==> src/source/idct_pkg.sv <==
// IDCT T stage shared package with SRAM and buffer types, controller states and the cosine matrix
package idct_pkg;

	// --------------------
	// Widths that carry a meaning
	typedef logic [17:0] sram_addr_t;
	typedef logic [15:0] sram_data_t;
	typedef logic signed [15:0] sample_t;
	typedef logic signed [15:0] coeff_t;
	typedef logic signed [31:0] acc_t;
	typedef logic [4:0] pair_addr_t;
	typedef logic [5:0] block_idx_t;

	// SRAM command, a write when we_n is low
	typedef struct packed {
		sram_addr_t address;
		sram_data_t write_data;
		logic we_n;
	} sram_port_t;

	// Port A write of the sample buffer
	// Even sample of the pair sits in data[1], odd sample in data[0]
	typedef struct packed {
		pair_addr_t addr;
		sample_t [1:0] data;
		logic we;
	} pair_write_t;

	// Four T values of one row, for columns 4*col_half to 4*col_half+3
	typedef struct packed {
		acc_t [3:0] values;
		logic [2:0] row;
		logic col_half;
		logic last;
		logic valid;
	} t_group_t;

	typedef enum logic [1:0] {ctrl_idle, ctrl_fetch, ctrl_compute, ctrl_ack} ctrl_state_t;

	// Samples per row of the pre-IDCT plane
	localparam int plane_width = 320;

	// --------------------
	// Rows 0 to 3 of C, scaled by 2048
	// Row 7-k equals row k with odd columns negated
	localparam coeff_t cos_half [0:3][0:7] = '{
		'{16'sd1448, 16'sd2008, 16'sd1892, 16'sd1702, 16'sd1448, 16'sd1137, 16'sd783, 16'sd399},
		'{16'sd1448, 16'sd1702, 16'sd783, -16'sd399, -16'sd1448, -16'sd2008, -16'sd1892,
			-16'sd1137},
		'{16'sd1448, 16'sd1137, -16'sd783, -16'sd2008, -16'sd1448, 16'sd399, 16'sd1892,
			16'sd1702},
		'{16'sd1448, 16'sd399, -16'sd1892, -16'sd1137, 16'sd1448, 16'sd1702, -16'sd783,
			-16'sd2008}
	};

	// C[k][j] from the folded table
	function automatic coeff_t cos_coeff(input logic [2:0] k, input logic [2:0] j);
		logic [1:0] k_fold;
		coeff_t c;
		// 4..7 fold onto 3..0
		k_fold = k[2] ? ~k[1:0] : k[1:0];
		c = cos_half[k_fold][j];
		if (k[2] && j[0]) begin
			c = -c;
		end
		return c;
	endfunction

endpackage

==> src/source/block_fetch.sv <==
// Block fetch, reads one 8x8 pre-IDCT block from SRAM and packs the samples in pairs
`timescale 1ns/1ps

module block_fetch #(
	parameter idct_pkg::sram_addr_t pre_idct_base = 18'd76800,
	parameter int sram_read_latency = 3
) (
	input logic CLOCK_50_I,
	input logic Resetn,
	input logic fetch_start,
	input idct_pkg::block_idx_t block_row,
	input idct_pkg::block_idx_t block_col,
	input idct_pkg::sram_data_t sram_read_data,
	output idct_pkg::sram_port_t fetch_cmd,
	output idct_pkg::pair_write_t pair_wr,
	output logic fetch_done
);

	// --------------------
	// Read issue side
	logic issuing;
	logic issue;
	logic [5:0] sample_cnt;
	idct_pkg::block_idx_t row_q;
	idct_pkg::block_idx_t col_q;
	idct_pkg::block_idx_t row_sel;
	idct_pkg::block_idx_t col_sel;
	logic [8:0] row_abs;
	logic [8:0] col_abs;
	idct_pkg::sram_addr_t next_addr;
	idct_pkg::sram_addr_t rd_addr_q;
	logic rd_issue;

	// Return side
	logic [sram_read_latency-1:0] ret_vld;
	logic ret_valid;
	logic ret_odd;
	idct_pkg::pair_addr_t pair_cnt;
	idct_pkg::sample_t even_q;
	logic pair_we_q;
	idct_pkg::pair_addr_t pair_addr_q;
	idct_pkg::sample_t [1:0] pair_data_q;
	logic done_q;

	// First read goes out right after fetch_start, so use the live coordinates then
	assign issue = fetch_start | issuing;
	assign row_sel = fetch_start ? block_row : row_q;
	assign col_sel = fetch_start ? block_col : col_q;

	// Plane row and column of the current sample
	assign row_abs = {row_sel, sample_cnt[5:3]};
	assign col_abs = {col_sel, sample_cnt[2:0]};
	assign next_addr = pre_idct_base
		+ idct_pkg::sram_addr_t'(idct_pkg::plane_width) * idct_pkg::sram_addr_t'(row_abs)
		+ idct_pkg::sram_addr_t'(col_abs);

	// Data for an address shows up sram_read_latency cycles after it is on the bus
	assign ret_valid = ret_vld[sram_read_latency-1];

	always_ff @(posedge CLOCK_50_I or negedge Resetn) begin
		if (!Resetn) begin
			issuing <= 1'b0;
			sample_cnt <= 6'd0;
			rd_issue <= 1'b0;
			ret_vld <= '0;
			ret_odd <= 1'b0;
			pair_cnt <= '0;
			pair_we_q <= 1'b0;
			done_q <= 1'b0;
		end else begin
			rd_issue <= issue;
			if (issue) begin
				// Counter wraps back to 0 after sample 63
				sample_cnt <= sample_cnt + 6'd1;
				issuing <= (sample_cnt != 6'd63);
			end
			// Reads in flight
			ret_vld[0] <= rd_issue;
			for (int i = 1; i < sram_read_latency; i++) begin
				ret_vld[i] <= ret_vld[i-1];
			end
			if (ret_valid) begin
				ret_odd <= ~ret_odd;
				if (ret_odd) begin
					pair_cnt <= pair_cnt + 5'd1;
				end
			end
			pair_we_q <= ret_valid & ret_odd;
			// Done once pair 31 is in the buffer
			done_q <= pair_we_q & (&pair_addr_q);
		end
	end

	always_ff @(posedge CLOCK_50_I) begin
		if (fetch_start) begin
			row_q <= block_row;
			col_q <= block_col;
		end
		if (issue) begin
			rd_addr_q <= next_addr;
		end
		if (ret_valid) begin
			if (!ret_odd) begin
				even_q <= idct_pkg::sample_t'(sram_read_data);
			end else begin
				pair_addr_q <= pair_cnt;
				pair_data_q <= {even_q, idct_pkg::sample_t'(sram_read_data)};
			end
		end
	end

	// Fetch only ever reads
	assign fetch_cmd = '{address: rd_addr_q, write_data: '0, we_n: 1'b1};
	assign pair_wr = '{addr: pair_addr_q, data: pair_data_q, we: pair_we_q};
	assign fetch_done = done_q;

endmodule

==> src/source/sample_buffer.sv <==
// Sample buffer, dual-port RAM holding one 8x8 block as 32 sample pairs
`timescale 1ns/1ps

module sample_buffer (
	input logic CLOCK_50_I,
	input idct_pkg::pair_write_t pair_wr,
	input idct_pkg::pair_addr_t rd_addr,
	output idct_pkg::sample_t [1:0] rd_data
);

	// --------------------
	// One word per pair, depth follows the pair address width
	localparam int depth = 1 << $bits(idct_pkg::pair_addr_t);

	idct_pkg::sample_t [1:0] mem [0:depth-1];

	// Port A, write only
	always_ff @(posedge CLOCK_50_I) begin
		if (pair_wr.we) begin
			mem[pair_wr.addr] <= pair_wr.data;
		end
	end

	// Port B, registered read
	// data lags the address by one cycle
	always_ff @(posedge CLOCK_50_I) begin
		rd_data <= mem[rd_addr];
	end

endmodule

==> src/source/t_product_mac.sv <==
// T product MAC, computes T = S' x C with four multiply-accumulate lanes
`timescale 1ns/1ps

module t_product_mac (
	input logic CLOCK_50_I,
	input logic Resetn,
	input logic mac_start,
	output idct_pkg::pair_addr_t rd_addr,
	input idct_pkg::sample_t [1:0] rd_data,
	output idct_pkg::t_group_t t_group
);

	// --------------------
	// Address phase counters
	// pass[3:1] is the S' row, pass[0] the column half
	logic running;
	logic [3:0] pass_cnt;
	logic [2:0] cyc_cnt;

	// Data phase, one cycle behind the buffer address
	logic act_d;
	logic [3:0] pass_d;
	logic [2:0] cyc_d;

	// Lanes
	idct_pkg::sample_t sample_sel;
	idct_pkg::coeff_t coeff [4];
	idct_pkg::acc_t prod [4];
	idct_pkg::acc_t acc [4];

	// Output group
	idct_pkg::acc_t [3:0] grp_values;
	logic [2:0] grp_row;
	logic grp_half;
	logic grp_last;
	logic grp_valid;

	// Sample k of the row lives in pair k/2
	assign rd_addr = {pass_cnt[3:1], cyc_cnt[2:1]};

	always_ff @(posedge CLOCK_50_I or negedge Resetn) begin
		if (!Resetn) begin
			running <= 1'b0;
			pass_cnt <= 4'd0;
			cyc_cnt <= 3'd0;
			act_d <= 1'b0;
			pass_d <= 4'd0;
			cyc_d <= 3'd0;
			grp_valid <= 1'b0;
		end else begin
			if (mac_start) begin
				running <= 1'b1;
				pass_cnt <= 4'd0;
				cyc_cnt <= 3'd0;
			end else if (running) begin
				cyc_cnt <= cyc_cnt + 3'd1;
				if (cyc_cnt == 3'd7) begin
					pass_cnt <= pass_cnt + 4'd1;
					// Sixteen passes per block
					if (pass_cnt == 4'd15) begin
						running <= 1'b0;
					end
				end
			end
			act_d <= running;
			pass_d <= pass_cnt;
			cyc_d <= cyc_cnt;
			// One group per pass, the cycle after its last product
			grp_valid <= act_d & (&cyc_d);
		end
	end

	// --------------------
	// Multipliers
	always_comb begin
		// Even k in the upper half of the pair
		sample_sel = cyc_d[0] ? rd_data[0] : rd_data[1];
		for (int l = 0; l < 4; l++) begin
			// Lane l computes column 4*col_half + l
			coeff[l] = idct_pkg::cos_coeff(cyc_d, {pass_d[0], 2'(l)});
			prod[l] = idct_pkg::acc_t'(sample_sel) * idct_pkg::acc_t'(coeff[l]);
		end
	end

	// Accumulators restart on the first product of each pass
	always_ff @(posedge CLOCK_50_I) begin
		if (act_d) begin
			for (int l = 0; l < 4; l++) begin
				acc[l] <= (cyc_d == 3'd0) ? prod[l] : acc[l] + prod[l];
			end
			if (cyc_d == 3'd7) begin
				for (int l = 0; l < 4; l++) begin
					grp_values[l] <= acc[l] + prod[l];
				end
				grp_row <= pass_d[3:1];
				grp_half <= pass_d[0];
				grp_last <= &pass_d;
			end
		end
	end

	assign t_group = '{
		values: grp_values,
		row: grp_row,
		col_half: grp_half,
		last: grp_last,
		valid: grp_valid
	};

endmodule

==> src/source/t_result_writer.sv <==
// T result writer, scales each T group by 1/256 and writes it to the SRAM T region
`timescale 1ns/1ps

module t_result_writer #(
	parameter idct_pkg::sram_addr_t t_base = 18'd146944
) (
	input logic CLOCK_50_I,
	input logic Resetn,
	input idct_pkg::t_group_t t_group,
	output idct_pkg::sram_port_t write_cmd,
	output logic write_done
);

	logic busy;
	logic [1:0] lane;
	idct_pkg::acc_t values_q [4];
	logic [2:0] row_q;
	logic half_q;
	logic last_q;
	idct_pkg::acc_t scaled;
	logic we_n_q;
	idct_pkg::sram_addr_t wr_addr_q;
	idct_pkg::sram_data_t wr_data_q;
	logic done_q;

	// Arithmetic shift keeps the sign
	assign scaled = values_q[lane] >>> 8;

	// --------------------
	// One word per cycle, four cycles per group
	always_ff @(posedge CLOCK_50_I or negedge Resetn) begin
		if (!Resetn) begin
			busy <= 1'b0;
			lane <= 2'd0;
			we_n_q <= 1'b1;
			done_q <= 1'b0;
		end else begin
			if (t_group.valid) begin
				busy <= 1'b1;
				lane <= 2'd0;
			end else if (busy) begin
				lane <= lane + 2'd1;
				if (lane == 2'd3) begin
					busy <= 1'b0;
				end
			end
			we_n_q <= ~busy;
			// Marks the final word of the block while it is on the bus
			done_q <= busy & (lane == 2'd3) & last_q;
		end
	end

	always_ff @(posedge CLOCK_50_I) begin
		if (t_group.valid) begin
			for (int l = 0; l < 4; l++) begin
				values_q[l] <= t_group.values[l];
			end
			row_q <= t_group.row;
			half_q <= t_group.col_half;
			last_q <= t_group.last;
		end
		if (busy) begin
			// Word offset is 8*row + 4*col_half + lane
			wr_addr_q <= t_base + idct_pkg::sram_addr_t'({row_q, half_q, lane});
			wr_data_q <= idct_pkg::sram_data_t'(scaled);
		end
	end

	assign write_cmd = '{address: wr_addr_q, write_data: wr_data_q, we_n: we_n_q};
	assign write_done = done_q;

endmodule

==> src/source/idct_controller.sv <==
// IDCT T stage controller, req/ack handshake, phase sequencing and SRAM port select
`timescale 1ns/1ps

module idct_controller (
	input logic CLOCK_50_I,
	input logic Resetn,
	input logic req,
	output logic ack,
	output logic fetch_start,
	output logic mac_start,
	input logic fetch_done,
	input logic write_done,
	input idct_pkg::sram_port_t fetch_cmd,
	input idct_pkg::sram_port_t write_cmd,
	output idct_pkg::sram_port_t sram_cmd
);

	idct_pkg::ctrl_state_t state;

	// --------------------
	// State machine
	always_ff @(posedge CLOCK_50_I or negedge Resetn) begin
		if (!Resetn) begin
			state <= idct_pkg::ctrl_idle;
		end else begin
			case (state)
				idct_pkg::ctrl_idle: begin
					// New block request
					if (req) begin
						state <= idct_pkg::ctrl_fetch;
					end
				end
				idct_pkg::ctrl_fetch: begin
					if (fetch_done) begin
						state <= idct_pkg::ctrl_compute;
					end
				end
				idct_pkg::ctrl_compute: begin
					// Last T word goes out in this cycle
					if (write_done) begin
						state <= idct_pkg::ctrl_ack;
					end
				end
				idct_pkg::ctrl_ack: begin
					// Hold ack until the requester drops req
					if (!req) begin
						state <= idct_pkg::ctrl_idle;
					end
				end
				default: begin
					state <= idct_pkg::ctrl_idle;
				end
			endcase
		end
	end

	// Start pulses last one cycle since the state moves on at the same edge
	assign fetch_start = (state == idct_pkg::ctrl_idle) & req;
	assign mac_start = (state == idct_pkg::ctrl_fetch) & fetch_done;
	assign ack = (state == idct_pkg::ctrl_ack);

	// --------------------
	// SRAM port owner
	always_comb begin
		// Nobody owns the port, keep it reading
		sram_cmd = '{address: '0, write_data: '0, we_n: 1'b1};
		case (state)
			idct_pkg::ctrl_fetch: sram_cmd = fetch_cmd;
			idct_pkg::ctrl_compute: sram_cmd = write_cmd;
			default: ;
		endcase
	end

endmodule

==> src/source/idct_t_stage.sv <==
// IDCT T stage top, fetches an 8x8 block, computes T = S' x C and writes T back to SRAM
`timescale 1ns/1ps

module idct_t_stage #(
	parameter idct_pkg::sram_addr_t pre_idct_base = 18'd76800,
	parameter idct_pkg::sram_addr_t t_base = 18'd146944,
	parameter int sram_read_latency = 3
) (
	input logic CLOCK_50_I,
	input logic Resetn,
	input logic req,
	output logic ack,
	input idct_pkg::block_idx_t block_row,
	input idct_pkg::block_idx_t block_col,
	input idct_pkg::sram_data_t sram_read_data,
	output idct_pkg::sram_port_t sram_cmd
);

	// --------------------
	// Phase handshakes
	logic fetch_start;
	logic fetch_done;
	logic mac_start;
	logic write_done;

	// SRAM commands before the port select
	idct_pkg::sram_port_t fetch_cmd;
	idct_pkg::sram_port_t write_cmd;

	// Sample buffer ports and T groups
	idct_pkg::pair_write_t pair_wr;
	idct_pkg::pair_addr_t rd_addr;
	idct_pkg::sample_t [1:0] rd_data;
	idct_pkg::t_group_t t_group;

	idct_controller u_controller (
		.CLOCK_50_I(CLOCK_50_I),
		.Resetn(Resetn),
		.req(req),
		.ack(ack),
		.fetch_start(fetch_start),
		.mac_start(mac_start),
		.fetch_done(fetch_done),
		.write_done(write_done),
		.fetch_cmd(fetch_cmd),
		.write_cmd(write_cmd),
		.sram_cmd(sram_cmd)
	);

	block_fetch #(
		.pre_idct_base(pre_idct_base),
		.sram_read_latency(sram_read_latency)
	) u_fetch (
		.CLOCK_50_I(CLOCK_50_I),
		.Resetn(Resetn),
		.fetch_start(fetch_start),
		.block_row(block_row),
		.block_col(block_col),
		.sram_read_data(sram_read_data),
		.fetch_cmd(fetch_cmd),
		.pair_wr(pair_wr),
		.fetch_done(fetch_done)
	);

	sample_buffer u_buffer (
		.CLOCK_50_I(CLOCK_50_I),
		.pair_wr(pair_wr),
		.rd_addr(rd_addr),
		.rd_data(rd_data)
	);

	t_product_mac u_mac (
		.CLOCK_50_I(CLOCK_50_I),
		.Resetn(Resetn),
		.mac_start(mac_start),
		.rd_addr(rd_addr),
		.rd_data(rd_data),
		.t_group(t_group)
	);

	t_result_writer #(
		.t_base(t_base)
	) u_writer (
		.CLOCK_50_I(CLOCK_50_I),
		.Resetn(Resetn),
		.t_group(t_group),
		.write_cmd(write_cmd),
		.write_done(write_done)
	);

endmodule

==> config.mk <==
export PLATFORM = sky130hd
export DESIGN_NAME = idct_t_stage
export DESIGN_NICKNAME = d
export VERILOG_FILES = /design/src/source/idct_pkg.sv /design/src/source/block_fetch.sv /design/src/source/sample_buffer.sv /design/src/source/t_product_mac.sv /design/src/source/t_result_writer.sv /design/src/source/idct_controller.sv /design/src/source/idct_t_stage.sv
export SDC_FILE = /design/constraint.sdc
export NUM_CORES = 2
export LEC_CHECK = 0
export ABC_CLOCK_PERIOD_IN_PS = 18500
export BUFFER_PORTS_ARGS = -buffer_cell sky130_fd_sc_hd__clkbuf_2
export CORE_MARGIN = 10
export CORE_UTILIZATION = 50
export CTS_CLUSTER_SIZE = 25
export DETAILED_ROUTE_END_ITERATION = 16
export PLACE_DENSITY = 0.75
export SLEW_MARGIN = 20
export SYNTH_ARGS = -nofsm -noshare
export SYNTH_HDL_FRONTEND = slang
export SYNTH_SLANG_ARGS = --single-unit
==> constraint.sdc <==
create_clock -name CLOCK_50_I -period 18.5 [get_ports CLOCK_50_I]
set_input_delay 3.7 -clock CLOCK_50_I [delete_from_list [all_inputs] [get_ports CLOCK_50_I]]
set_output_delay 3.7 -clock CLOCK_50_I [all_outputs]
set_load 0.05 [all_outputs]
==> impl_metrics.tcl <==
set metrics [dict create \
    intPower_w 0.00506 \
    final_max_slew_viol_count 0 \
    tightest_slew_ps 1130 \
    swShare 0.200 \
    route.vias.total 49400 \
    synth.area.mux_share 0.102 \
    max_cap_viol_count 0 \
    max_stage_delay_ps 730 \
    post-route-min-period_ps 11250 \
    hold_violations 0 \
    clock_sinks 1435 \
    min-delay-start "u_fetch.rd_issue$_DFF_PN0_" \
    drive_gt1_frac 0.139 \
    finalSetupViolations 0 \
    outcome "completed" \
    postSynth.asyncResetShare 0.0300 \
    cts_buffers 138 \
    syn_area_um2 84600 \
    yosys.area_share.adder 0.225 \
    hold_path.class "register to register" \
    initialDrtViolationCount 5272 \
    r2r_start "u_mac.cyc_d[0]$_DFF_PN0_" \
    cts_tree "done" \
    synth_edf_count 1348 \
    synth_cells 5980 \
    syn_nets 7112 \
    start_kind "register" \
    cp_max_fo 36 \
    yosys.area.top_type "edfxtp_1" \
    rows 150 \
    post_cts_resized 0 \
    yosysTopAreaCellShare 0.479 \
    ys.flop_type "edfxtp_1" \
    grt_pass1_wl_mm 322 \
    grt_max_degree 106 \
    clockPowerShare 0.446 \
    die_width_um 431 \
    rsz0062_at_grt "false" \
    cts_root_buf "clkbuf_16" \
    p_comb_frac 0.001 \
    skew_ps 88.6 \
    cts_hold_buf 0 \
    fin_tns_setup_ps 0 \
    startpoint "u_mac.cyc_d[0]$_DFF_PN0_" \
    power_density_nw_per_um2 68.3 \
    power_frac_seq 0.553 \
    avgViaCountPerCell 5.87 \
    path_class "register to register" \
    post-route-period-util 0.608 \
    initial_core_util 0.505 \
    leakagePower_nw 35.9 \
    synth_simple_gate_area_frac 0.0577 \
    dieHeight_um 431 \
    yosys-top-cells-area "edfxtp_1 (48%), fa_1 (17%), mux4_2 (8.9%)" \
    clk_path_buf_depth 3 \
    p_sw_w 0.00126 \
    grtUsageTotal 0.229 \
    yosysSeqAreaShare 0.502 \
    dr.pass1.iters 7 \
    synthDistinctLibCells 76 \
    postRouteAntennaNets 0 \
    die_area_um2 186000 \
    slew_headroom 0.250 \
    yosys_warnings 0 \
    clk_pin_slew_ps 60 \
    yosysMostFrequentCell "edfxtp_1" \
    clock_latency_ps 820 \
    dp_hpwl_mm 133 \
    areaGrowthSynthToFinish_pct 9.48 \
    first_global_vias 51300 \
    wirelength_mm 212 \
    hold_ws_ps 349 \
    crit_path_frequent_cell "fa_1" \
    clock.fmax_ghz 0.0889 \
    place_congestion 0.930 \
    globalRoute.totalOverflow 0 \
    utilization 0.552 \
    post_cts.repair.setup_buffers 0 \
    required_ps 19020 \
    h-tree-depth 4 \
    core_um2 168000 \
    synth_xor_area_frac 0.0266 \
    final_net_count 7219 \
    portBuffers 66 \
    synth-compound-area-share 0.0354 \
    arrival_ps 11770 \
    ys_ff_latch 1435 \
    synth_top_family_by_area "adder cells" \
    synthTopCellsByCount "edfxtp_1 (1348), inv_1 (934), fa_1 (701)" \
    slowest_stage "ha_1" \
    ios 67 \
    drc_errors 0 \
    end_kind "register" \
    syn_avg_cell_area_um2 14.1 \
    antenna_found_initial 5 \
    wl_per_cell_um 25.3 \
    ir_drop_v 0.000104 \
    insertedDiodeCount 0 \
]
[metrics by stage]
stage	instances	total power (W)	worst slack (ps)	area, µm²
detailed placement	8149	0.00357	7440	88000
global placement	8149	0.00357	7640	88000
global route	8405	0.00648	6620	92600
CTS	8403	0.00635	7350	92500
finish	8405	0.00632	7250	92600
floorplan	5980	0.00357	9010	84600
[final timing paths]
check	to	slack (ps)	cells past startpoint
min in group asynchronous	u_mac.cyc_d[2]$_DFF_PN0_	2990	2
worst min register to register	u_fetch.ret_vld[0]$_DFF_PN0_	350	0
worst max-delay path	u_mac.acc[3][23]$_DFFE_PP_	7250	38
worst min-delay path	u_fetch.ret_vld[0]$_DFF_PN0_	350	0
worst max register to register	u_mac.acc[3][23]$_DFFE_PP_	7250	38
max in group asynchronous	u_mac.pass_cnt[1]$_DFFE_PN0P_	14950	2
[layout by cell type (no fill, tap or decap), drive strengths merged, types with 44 or more instances in the layout]
master,n
xnor2,187
xor2,64
nand2,480
a21o,65
o21ai,98
buf,99
fa,701
edfxtp,1348
clkbuf,257
nor2,423
clkinv,50
dfxtp,44
mux4,336
mux2,70
a21oi,135
inv,945
ha,400
[logic make-up after synthesis]
| logic type | after synthesis |
|---|---|
| AOI/OAI and AO/OA | 467 |
| xor gates and xnor gates | 253 |
| adders and majority gates | 1102 |
| buffers and inverters | 1143 |
| DFF | 1435 |
| muxes | 433 |
| and+or+nand+nor | 1147 |
[worst max-delay path, delay by kind of cell, from the launching register on]
family / cells / cell delay [ps]
adder cells (fa/ha/maj): 10 / 4710
buffers and inverters: 7 / 1590
flip-flops: 1 / 340
XOR/XNOR: 2 / 290
AO/OA/AOI/OAI: 9 / 2160
AND/OR/NAND/NOR: 10 / 1840
[per-layer routing]
layer  track usage  vias to the layer above  part of all wire
met5             0                        -           0.00011
met2         0.385                     2599              0.50
met4         0.101                        4             0.051
met1         0.294                    25300              0.37
li1              -                    20900                 -
met3        0.0365                      508             0.080
[power groups by stage]
stage	Combinational, W	Clock (W)	Sequential, W
after floorplan	0.0000000936	0	0.00357
after global placement	0.00000656	0	0.00357
after detailed placement	0.00000683	0	0.00357
after CTS	0.00000692	0.00285	0.00350
after global routing	0.00000768	0.00298	0.00349
final	0.00000675	0.00282	0.00350
[state kept, by name, indices dropped and copies added, names as in the netlist, 4 cells and up]
| name | cells |
|---|---|
| u_mac.t_group | 64 |
| u_mac.pass_d | 4 |
| u_fetch.pair_wr | 32 |
| u_writer.wr_addr_q | 6 |
| u_mac.acc | 93 |
| u_fetch.pair_addr_q | 5 |
| u_fetch.col_q | 6 |
| u_fetch.rd_addr_q | 18 |
| u_fetch.row_q | 6 |
| u_fetch.even_q | 16 |
| u_writer.wr_data_q | 16 |
| u_fetch.pair_cnt | 5 |
| u_writer.values_q | 64 |
| u_buffer.mem | 1024 |
| u_buffer.rd_data | 32 |
| u_fetch.sample_cnt | 6 |
| u_mac.pass_cnt | 4 |
[cell type report]
class                   instances  area, µm²
fillers                     12900      75000
clock buffers                 191       3750
multi-input cells            3402      38200
well taps                    2204       2760
flip-flops and latches       1435      42500
clock inverters                63        729
inverters                     945       3550
repair buffers                165       1100
Note: power is estimated with default switching activity, not from simulation.
